**config.mk**
```make
export PLATFORM = sky130hd
export DESIGN_NAME = snake_display_top
export DESIGN_NICKNAME = d
export VERILOG_FILES = /design/src/snake_pkg.sv /design/src/body_link_if.sv /design/src/steering.sv /design/src/body_segment.sv /design/src/segment_scanner.sv /design/src/snake_display_top.sv
export SDC_FILE = /design/constraint.sdc
export NUM_CORES = 1
export LEC_CHECK = 0
export BUFFER_PORTS_ARGS = -buffer_cell sky130_fd_sc_hd__buf_4
export CORE_UTILIZATION = 45
export DETAILED_ROUTE_END_ITERATION = 10
export PLACE_DENSITY = 0.72
export SLEW_MARGIN = 5
export SYNTH_ARGS = -nofsm -noshare
export SYNTH_HDL_FRONTEND = slang
export SYNTH_SLANG_ARGS = --single-unit
```
**constraint.sdc**
```tcl
create_clock -name clock_10hz -period 2.7 [get_ports clock_10hz]
set_input_delay 0.54 -clock clock_10hz [delete_from_list [all_inputs] [get_ports clock_10hz]]
set_output_delay 0.54 -clock clock_10hz [all_outputs]
set_load 0.02 [all_outputs]
```
**src/snake_pkg.sv**
```systemverilog
package snake_pkg;

    // display geometry
    localparam int NUM_DIGITS = 8;

    // lattice corner coordinates
    typedef logic [3:0] col_t;
    typedef logic [1:0] row_t;

    // one-hot digit enable and segment byte
    typedef logic [NUM_DIGITS-1:0] digit_sel_t;
    typedef logic [7:0] seg_mask_t;

    // scan position within a frame
    typedef logic [$clog2(NUM_DIGITS)-1:0] digit_index_t;

    // direction the head travels in
    typedef enum logic [1:0] {
        heading_up,
        heading_down,
        heading_left,
        heading_right
    } heading_t;

    // lattice limits, columns 0 to 8 and rows 0 to 2
    localparam col_t MAX_COL = 4'd8;
    localparam row_t MAX_ROW = 2'd2;

    // body length in edges
    localparam int SNAKE_LENGTH = 4;

    // cycles between steps, a whole number of frames
    localparam int STEP_PERIOD = 8;
    localparam int STEP_COUNT_WIDTH = $clog2(STEP_PERIOD);

    typedef logic [STEP_COUNT_WIDTH-1:0] step_count_t;

    // head point and heading after reset
    localparam col_t RESET_HEAD_COL = 4'd4;
    localparam row_t RESET_HEAD_ROW = 2'd1;
    localparam heading_t RESET_HEADING = heading_right;

    // bit positions inside seg_mask_t, a set bit lights the segment
    localparam int SEG_A = 0;
    localparam int SEG_B = 1;
    localparam int SEG_C = 2;
    localparam int SEG_D = 3;
    localparam int SEG_E = 4;
    localparam int SEG_F = 5;
    localparam int SEG_G = 6;
    localparam int SEG_DP = 7;

endpackage

```
**src/body_link_if.sv**
```systemverilog
interface body_link_if
    import snake_pkg::*;
    ();

    // one-cycle strobe, every stage shifts on it
    logic step;

    // edge start point and orientation
    col_t col;
    row_t row;
    logic vertical;

    modport giver (
        output step,
        output col,
        output row,
        output vertical
    );

    modport taker (
        input step,
        input col,
        input row,
        input vertical
    );

endinterface

```
**src/steering.sv**
```systemverilog
module steering
    import snake_pkg::*;
(
    input  logic        clock_10hz,
    input  logic        reset,
    input  logic [3:0]  buttons,
    body_link_if.giver  head_link
);

    step_count_t step_count;
    logic        step_strobe;

    heading_t heading;
    heading_t pending_heading;
    heading_t button_heading;
    logic     button_valid;

    col_t head_col;
    row_t head_row;
    col_t next_col;
    row_t next_row;
    col_t edge_col;
    row_t edge_row;
    logic edge_vertical;

    function automatic heading_t reverse_of(input heading_t h);
        case (h)
            heading_up:    return heading_down;
            heading_down:  return heading_up;
            heading_left:  return heading_right;
            default:       return heading_left;
        endcase
    endfunction

    // only a single pressed button counts
    always_comb begin
        button_valid = 1'b1;
        button_heading = heading_right;
        case (buttons)
            4'b1000: button_heading = heading_up;
            4'b0100: button_heading = heading_down;
            4'b0010: button_heading = heading_left;
            4'b0001: button_heading = heading_right;
            default: button_valid = 1'b0;
        endcase
    end

    assign step_strobe = (step_count == step_count_t'(STEP_PERIOD - 1));

    always_ff @(posedge clock_10hz) begin
        if (!reset) begin
            step_count <= '0;
        end else if (step_strobe) begin
            step_count <= '0;
        end else begin
            step_count <= step_count + 1'b1;
        end
    end

    // reversal is judged against the heading in force
    always_ff @(posedge clock_10hz) begin
        if (!reset) begin
            pending_heading <= RESET_HEADING;
        end else if (button_valid && (button_heading != reverse_of(heading))) begin
            pending_heading <= button_heading;
        end
    end

    // next head point and the edge that move draws
    // positive moves keep the old point, negative ones the new point,
    // which also gives the blank col 8 / row 2 edge on a wrap
    always_comb begin
        next_col = head_col;
        next_row = head_row;
        edge_col = head_col;
        edge_row = head_row;
        edge_vertical = 1'b0;
        case (pending_heading)
            heading_right: begin
                next_col = (head_col == MAX_COL) ? '0 : head_col + 1'b1;
            end
            heading_left: begin
                next_col = (head_col == '0) ? MAX_COL : head_col - 1'b1;
                edge_col = next_col;
            end
            heading_down: begin
                next_row = (head_row == MAX_ROW) ? '0 : head_row + 1'b1;
                edge_vertical = 1'b1;
            end
            default: begin
                next_row = (head_row == '0) ? MAX_ROW : head_row - 1'b1;
                edge_row = next_row;
                edge_vertical = 1'b1;
            end
        endcase
    end

    always_ff @(posedge clock_10hz) begin
        if (!reset) begin
            heading <= RESET_HEADING;
            head_col <= RESET_HEAD_COL;
            head_row <= RESET_HEAD_ROW;
        end else if (step_strobe) begin
            heading <= pending_heading;
            head_col <= next_col;
            head_row <= next_row;
        end
    end

    assign head_link.step = step_strobe;
    assign head_link.col = edge_col;
    assign head_link.row = edge_row;
    assign head_link.vertical = edge_vertical;

endmodule

```
**src/body_segment.sv**
```systemverilog
module body_segment
    import snake_pkg::*;
#(
    parameter int position = 0
)
(
    input  logic        clock_10hz,
    input  logic        reset,
    body_link_if.taker  upstream,
    body_link_if.giver  downstream
);

    // straight run to the left of the reset head
    localparam col_t RESET_COL = col_t'(int'(RESET_HEAD_COL) - 1 - position);

    col_t stored_col;
    row_t stored_row;
    logic stored_vertical;

    always_ff @(posedge clock_10hz) begin
        if (!reset) begin
            stored_col <= RESET_COL;
            stored_row <= RESET_HEAD_ROW;
            stored_vertical <= 1'b0;
        end else if (upstream.step) begin
            stored_col <= upstream.col;
            stored_row <= upstream.row;
            stored_vertical <= upstream.vertical;
        end
    end

    // strobe goes on unregistered so the whole chain shifts together
    assign downstream.step = upstream.step;
    assign downstream.col = stored_col;
    assign downstream.row = stored_row;
    assign downstream.vertical = stored_vertical;

endmodule

```
**src/segment_scanner.sv**
```systemverilog
module segment_scanner
    import snake_pkg::*;
(
    input  logic       clock_10hz,
    input  logic       reset,
    input  col_t       body_cols [SNAKE_LENGTH],
    input  row_t       body_rows [SNAKE_LENGTH],
    input  logic       body_verticals [SNAKE_LENGTH],
    output digit_sel_t digit_enable,
    output seg_mask_t  segments
);

    digit_index_t digit_index;
    col_t         digit_col;
    col_t         digit_col_right;
    seg_mask_t    seg_mask;

    // wrap edges sit where no segment exists
    function automatic logic edge_is_blank(input col_t c, input row_t r, input logic v);
        return (!v && (c == MAX_COL)) || (v && (r == MAX_ROW));
    endfunction

    always_ff @(posedge clock_10hz) begin
        if (!reset) begin
            digit_index <= '0;
        end else if (digit_index == digit_index_t'(NUM_DIGITS - 1)) begin
            digit_index <= '0;
        end else begin
            digit_index <= digit_index + 1'b1;
        end
    end

    assign digit_enable = digit_sel_t'(1) << digit_index;

    // left and right corner columns of the selected digit
    assign digit_col = {1'b0, digit_index};
    assign digit_col_right = digit_col + 1'b1;

    always_comb begin
        seg_mask = '0;
        for (int i = 0; i < SNAKE_LENGTH; i++) begin
            if (!body_verticals[i]) begin
                // top, middle and bottom bars
                if (body_cols[i] == digit_col) begin
                    if (body_rows[i] == 2'd0) begin
                        seg_mask[SEG_A] = 1'b1;
                    end else if (body_rows[i] == 2'd1) begin
                        seg_mask[SEG_G] = 1'b1;
                    end else if (body_rows[i] == 2'd2) begin
                        seg_mask[SEG_D] = 1'b1;
                    end
                end
            end else if (body_rows[i] == 2'd0) begin
                // upper half, left side f and right side b
                if (body_cols[i] == digit_col) begin
                    seg_mask[SEG_F] = 1'b1;
                end
                if (body_cols[i] == digit_col_right) begin
                    seg_mask[SEG_B] = 1'b1;
                end
            end else if (body_rows[i] == 2'd1) begin
                // lower half, e and c
                if (body_cols[i] == digit_col) begin
                    seg_mask[SEG_E] = 1'b1;
                end
                if (body_cols[i] == digit_col_right) begin
                    seg_mask[SEG_C] = 1'b1;
                end
            end
        end

        // dp marks the digit where the newest edge starts
        if (!edge_is_blank(body_cols[0], body_rows[0], body_verticals[0])
                && (body_cols[0] == digit_col)) begin
            seg_mask[SEG_DP] = 1'b1;
        end
    end

    assign segments = seg_mask;

endmodule

```
**src/snake_display_top.sv**
```systemverilog
module snake_display_top
    import snake_pkg::*;
(
    input  logic       clock_10hz,
    input  logic       reset,
    input  logic [3:0] buttons,
    output digit_sel_t digit_enable,
    output seg_mask_t  segments
);

    // link 0 is the head edge, link SNAKE_LENGTH is the dropped tail
    body_link_if links [SNAKE_LENGTH+1] ();

    col_t body_cols [SNAKE_LENGTH];
    row_t body_rows [SNAKE_LENGTH];
    logic body_verticals [SNAKE_LENGTH];

    steering steering_inst (
        .clock_10hz (clock_10hz),
        .reset      (reset),
        .buttons    (buttons),
        .head_link  (links[0])
    );

    generate
        for (genvar p = 0; p < SNAKE_LENGTH; p++) begin : gen_body
            body_segment #(
                .position (p)
            ) body_segment_inst (
                .clock_10hz (clock_10hz),
                .reset      (reset),
                .upstream   (links[p]),
                .downstream (links[p+1])
            );

            // stored edge as seen on the outgoing link
            assign body_cols[p] = links[p+1].col;
            assign body_rows[p] = links[p+1].row;
            assign body_verticals[p] = links[p+1].vertical;
        end
    endgenerate

    segment_scanner segment_scanner_inst (
        .clock_10hz     (clock_10hz),
        .reset          (reset),
        .body_cols      (body_cols),
        .body_rows      (body_rows),
        .body_verticals (body_verticals),
        .digit_enable   (digit_enable),
        .segments       (segments)
    );

endmodule

```
==> Yosys cells after proc, flatten, opt, wreduce, memory -nomap -nowiden <==
Cells that the tools add are included.
{ "op_classes": {"n_addsub": 7, "eq_ne": 31, "n_shift": 1, "mux": 108, "bitwise_logic": 2, "n_reduce_logical": 22} }
{ "ops": {"columns": ["cell", "count"], "rows": [
  ["$mux 1", 89],
  ["$mux 2", 12],
  ["$eq 2x2->1 const B", 8],
  ["$eq 4x3->1", 4],
  ["$eq 4x4->1", 4],
  ["$eq 2x1->1 const B", 6],
  ["$eq 4x4->1 const B", 3],
  ["$logic_not 2->1", 6],
  ["$mux 4", 3],
  ["$pmux 2 s3", 2],
  ["$pmux 4 s2", 1],
  ["$shl 1x3->8 const A", 1],
  ["$add 3x1->3 const B", 2],
  ["$eq 3x3->1 const B", 2],
  ["$reduce_or 2->1", 3],
  ["$add 3x1->4 const B", 1],
  ["$add 4x1->4 const B", 1],
  ["$eq 4x1->1 const B", 1],
  ["$eq 4x2->1 const B", 1],
  ["$eq 4x3->1 const B", 1],
  ["$logic_and 1x1->1", 4],
  ["$logic_not 4->1", 1],
  ["$pmux 2 s2", 1],
  ["$reduce_and 2->1", 2],
  ["other kinds (10)", 12]
]} }
{ "word_totals": {"reg_bits": 44, "in_bits": 6, "out_inout_bits": 16} }

==> Longest topological paths before layout <==
{ "logic_depth": {"depth_word": 21, "mapped_depth": 9, "depth_no_buf": 7} }

==> Cells and area by module <==
A second synthesis with hierarchy kept.
{ "hier_totals": {"cells_unflattened": 316, "area_unflattened_um2": 2816.5} }
{ "modules_own_cells": {"columns": ["module", "n_inst", "cells_each", "area_each_um2", "seq_area_each_um2"], "rows": [
  ["steering", 1, 107, 884.6, 260.2],
  ["segment_scanner", 1, 117, 860.8, 60.1],
  ["body_segment at gen_body[1].body_segment_inst ...", 2, 23, 267.8, 140.1],
  ["body_segment at gen_body[3].body_segment_inst", 1, 23, 270.3, 140.1],
  ["body_segment at gen_body[0].body_segment_inst", 1, 23, 265.3, 140.1]
]} }

==> Least setup slack after synthesis <==
No wires, ideal clock.
{ "synth_path": {"kind": "register to output", "from": "register segment_scanner_inst.digit_index[2]", "to": "output segments[1]", "t_arrival_ns": 2.095, "t_required_ns": 2.160, "path_slack_ns": 0.065, "stages_incl_launch_ff": 9, "path_buffers": 2, "cell_sequence": "dfxtp_1 > buf_2 > inv_1 > ha_1 > clkbuf_1 > xor2_1 > nand4_1 > or4b_1 > o311ai_1"} }
{ "synth_between": {"elab_chain_cells": 14, "word_cells_on_any_way": 17, "cone_classes": "add/sub: 1; eq/ne: 4; mux: 12"} }
{ "synth_lines": {"columns": ["item", "line", "source"], "rows": [
  ["start, declared", "segment_scanner.sv:13", "digit_index_t digit_index;"],
  ["start signal, assigned", "segment_scanner.sv:29", "digit_index <= digit_index + 1'b1;"],
  ["$add 3x1->4 *", "segment_scanner.sv:37", "assign digit_col_right = digit_col + 1'b1;"],
  ["$eq 4x4->1", "segment_scanner.sv:58", "if (body_cols[i] == digit_col_right) begin"],
  ["$mux 1", "segment_scanner.sv:58", null],
  ["$mux 1", "segment_scanner.sv:53", "end else if (body_rows[i] == 2'd0) begin"],
  ["$mux 2", "segment_scanner.sv:42", "if (!body_verticals[i]) begin"],
  ["$mux 1", "segment_scanner.sv:58", null],
  ["$mux 1", "segment_scanner.sv:53", null],
  ["$mux 2", "segment_scanner.sv:42", null],
  ["$mux 1", "segment_scanner.sv:58", null],
  ["$mux 1", "segment_scanner.sv:53", null],
  ["$mux 2", "segment_scanner.sv:42", null],
  ["$mux 1", "segment_scanner.sv:58", null],
  ["$mux 1", "segment_scanner.sv:53", null],
  ["$mux 2 *", "segment_scanner.sv:42", null],
  ["end, declared", "snake_display_top.sv:8", "output seg_mask_t segments"]
]} }
Every way passes the cells marked *; elsewhere a longest branch is shown, timed or not.

==> Worst setup path after layout <==
{ "layout_path": {"from": "register segment_scanner_inst.digit_index[1]", "to": "output segments[1]"} }
{ "layout_between": {"elab_chain_cells": 14, "word_cells_on_any_way": 17, "cone_classes": "add/sub: 1; eq/ne: 4; mux: 12"} }
{ "layout_lines": {"columns": ["item", "line", "source"], "rows": [
  ["$add 3x1->4 *", "segment_scanner.sv:37", null],
  ["net segment_scanner_inst.digit_col_right[1]", "segment_scanner.sv:15", "col_t digit_col_right;"],
  ["$eq 4x4->1", "segment_scanner.sv:58", null],
  ["$mux 1", "segment_scanner.sv:58", null],
  ["$mux 1", "segment_scanner.sv:53", null],
  ["$mux 2", "segment_scanner.sv:42", null],
  ["$mux 1", "segment_scanner.sv:58", null],
  ["$mux 1", "segment_scanner.sv:53", null],
  ["$mux 2", "segment_scanner.sv:42", null],
  ["$mux 1", "segment_scanner.sv:58", null],
  ["$mux 1", "segment_scanner.sv:53", null],
  ["$mux 2", "segment_scanner.sv:42", null],
  ["$mux 1", "segment_scanner.sv:58", null],
  ["$mux 1", "segment_scanner.sv:53", null],
  ["$mux 2 *", "segment_scanner.sv:42", null]
]} }
Mark *: on every way through the listed nets, which the timed path passes. The rest lies on a longest branch.

==> out/metrics.cfg <==
[outcome]
status=complete, but fails checks
violations=setup timing

[die]
die_y_microns=79.7
core_sq_um=5680
start_util=0.479
die_area_sq_um=6360
io_pins=22
rows=27
die_x_microns=79.7

[global_routing]
grt_pass1_vias=1957
antenna_found_initial=0
grt_max_degree=46
track_usage=0.188
grt_pass1_wl_microns=9350
grt_remaining_overflow=0

[sta]
worst_slack_ns=-0.0111
fin_crit_sh=1.00
rsz0062_at_grt=yes
layout_min_cycle_time_ns=2.71
hold_viol_final=0
skew_ns=0.00431
max_freq_ghz=0.369
timing.hold.ws_ns=0.427
maxSlewViolCount=0
worstMarginPinSlew_ns=0.682
slew_headroom=0.545
setup_viol_count_final=1

[setup_path]
crit_type=flip-flop to output pin
critPathLaunch=segment_scanner_inst.digit_index[1]
cp.required_ns=2.16
r2r_start=steering_inst.pending_heading[1]
end_kind=output pin
cp_max_fo=5
crit_end=segments[1]
r2r_slack_ns=0.96
arrival_ns=2.17
worstReg2RegEnd=gen_body[0].body_segment_inst.downstream.col[1]
start_kind=flip-flop
ff2ff_path_depth=5

[detailed_routing]
routed_wl_microns=5700
drt_iter0_drc=129
antenna_left=0
drtPass1Iterations=4
viasPerCell=5.54
wire_per_inst_microns=14.2
route.vias.total=2221
drc=0

[logic_synthesis]
ys_ff_latch=44
synth_edf_count=0
synth_simple_gate_area_frac=0.228
synth_compound_area_frac=0.148
synth_mux_area_frac=0.0925
synthXorXnorAreaFrac=0.0897
syn_area_per_cell_sq_um=8.71
synth_top_family_by_area=simple AND/OR/NAND/NOR gates
netlist_area_sq_um=2720
syn_nets=331
ys.warnings.count=0
seq_area_frac_synth=0.324
async_flop_share=0
syn_inst=312
synth_flop_cell=dfxtp_1
synth_fa_ha_area_frac=0.0598
synth_cell_type_count=49

[clock_network]
root_buffer=clkbuf_8
cts.sinks=44
h-tree-depth=2
cts_tree=done
cts-buffers-inserted=5
insertion_delay_ns=0.30
clk_path_buf_depth=2
clk_pin_slew_ns=0.08
cts_hold_buffers=0

[layout]
final_nets=347
final_area_sq_um=3130
diodes=0
nFillCells=505
syn_to_final_growth_pct=15.0
fin_util=0.551
drive_above_1_share=0.176

[power]
p_leak_nw=1.25
power.density_nw_per_um2=420
ir_worst_vdd_mv=0.201

[placed_design]
gp_congestion=0.917
place_hpwl_microns=3980
dp_slack_ns=0.144
place_area_sq_um=2930
io_buffers=21

[run]
maxCapViolations=0

[worst_hold_path]
hold_path_class=flip-flop to flip-flop

[cells in the mapped netlist, drive strengths merged (3+ instances only)]
cell type / number / area (sq um)
nand3: 10 / 55.1
nand4: 7 / 43.8
dfxtp: 44 / 881
xnor2: 8 / 70.1
o211ai: 10 / 75.1
a21oi: 9 / 45.0
nor2: 16 / 60.1
inv: 17 / 63.8
a31oi: 3 / 18.8
ha: 13 / 163
and2: 4 / 25.0
mux2i: 24 / 240
and3b: 3 / 26.3
nor4: 3 / 18.8
buf: 8 / 43.8
nand2: 20 / 75.1
nor4b: 3 / 32.5
o311ai: 4 / 35.0
clkbuf: 13 / 48.8
a22oi: 4 / 30.0
xor2: 19 / 174
nand2b: 8 / 50.1
nor2b: 26 / 163
o21ai: 9 / 45.0
o211a: 3 / 30.0
[cell type report]
cell class	instances	area (sq um)	share of cell area
clock buffer	6	82.6	0.0264
clock inverter	2	13.8	0.00440
inverter	17	63.8	0.0204
multi-input combinational	230	1770	0.565
sequential	44	886	0.283
tap	72	90.1	0.0288
timing repair buffer	30	225	0.0720
[per-stage QoR]
stage | TNS (ns) | cells | power, mW
finish | -0.0111 | 401 | 1.31
global route | -0.294 | 401 | 1.39
CTS | -0.00643 | 400 | 1.32
detailed placement | 0 | 391 | 0.868
global placement | 0 | 391 | 0.865
floorplan | 0 | 312 | 0.815
[critical path, cell delays in order (launching register included)]
cell and delay [ns]:
dfxtp_2 0.38, inv_1 0.09, ha_4 0.32, xnor2_1 0.14, nand4_1 0.16, or4b_4 0.50, o311ai_2 0.09, buf_4 0.19
[registers in the layout, indices dropped and copies added, names as in the netlist]
register,cells
steering_inst.head_row,2
steering_inst.head_col,4
gen_body.body_segment_inst.downstream.row,8
steering_inst.heading,2
gen_body.body_segment_inst.downstream.vertical,4
steering_inst.pending_heading,2
gen_body.body_segment_inst.downstream.col,16
segment_scanner_inst.digit_index,3
steering_inst.step_count,3
[cell families (layout without fill, tap and decap cells)]
logic type                 count (synthesis)  count (layout)
muxes                                     25              25
and+or+nand+nor                          109             109
xor gates and xnor gates                  27              27
DFF                                       44              44
buffers and inverters                     38              55
AOI/OAI and AO/OA                         56              56
adders and majority gates                 13              13
[cell usage in the layout, fill, tap and decap left out, drive strengths merged, types with 3 or more instances in the layout]
master  netlist  final
o21ai         9      9
o211a         3      3
xnor2         8      8
a21oi         9      9
nor4b         3      3
o211ai       10     10
buf           8     30
a22oi         4      4
nor2b        26     26
mux2i        24     24
nand2b        8      8
nand3        10     10
nor2         16     16
and2          4      4
ha           13     13
and3b         3      3
o311ai        4      4
nand4         7      7
clkbuf       13      6
inv          17     18
xor2         19     19
dfxtp        44     44
nand2        20     20
nor4          3      3
a31oi         3      3
[where the power goes]
| group | internal, mW | total (mW) | switching, mW | leakage [nW] |
|---|---|---|---|---|
| clock | 0.209 | 0.439 | 0.230 | 0.0516 |
| combinational | 0.0957 | 0.206 | 0.110 | 0.840 |
| sequential | 0.659 | 0.669 | 0.0104 | 0.357 |
| total | 0.964 | 1.31 | 0.350 | 1.25 |
[how the worst min path moves through the flow]
stage | from | endpoint | slack, ns | depth (start not counted)
after detailed placement | steering_inst.step_count[0] | steering_inst.step_count[0] | 0.42 | 1
after global routing | steering_inst.step_count[0] | steering_inst.step_count[0] | 0.46 | 1
after global placement | steering_inst.step_count[0] | steering_inst.step_count[0] | 0.42 | 1
after floorplan | steering_inst.step_count[0] | steering_inst.step_count[0] | 0.40 | 1
final | steering_inst.step_count[0] | steering_inst.step_count[0] | 0.43 | 1
after CTS | steering_inst.step_count[0] | steering_inst.step_count[0] | 0.43 | 1
[layer usage]
metal  track usage  vias to the layer above  share of wire
met3        0.0366                       10          0.031
met4        0.0750                        0          0.022
met1         0.250                     1038           0.49
met2         0.296                       45           0.46
met5             0                        -              0
li1              -                     1128              -
[repair_timing]
| action | CTS | global route |
|---|---|---|
| pin swaps | 4 | 0 |
| setup endpoints to repair | 3 | 7 |
| cloned | 0 | 0 |
| resized for setup | 9 | 6 |
| setup buffers | 1 | 1 |
Note: power is estimated with default switching activity, not from simulation.
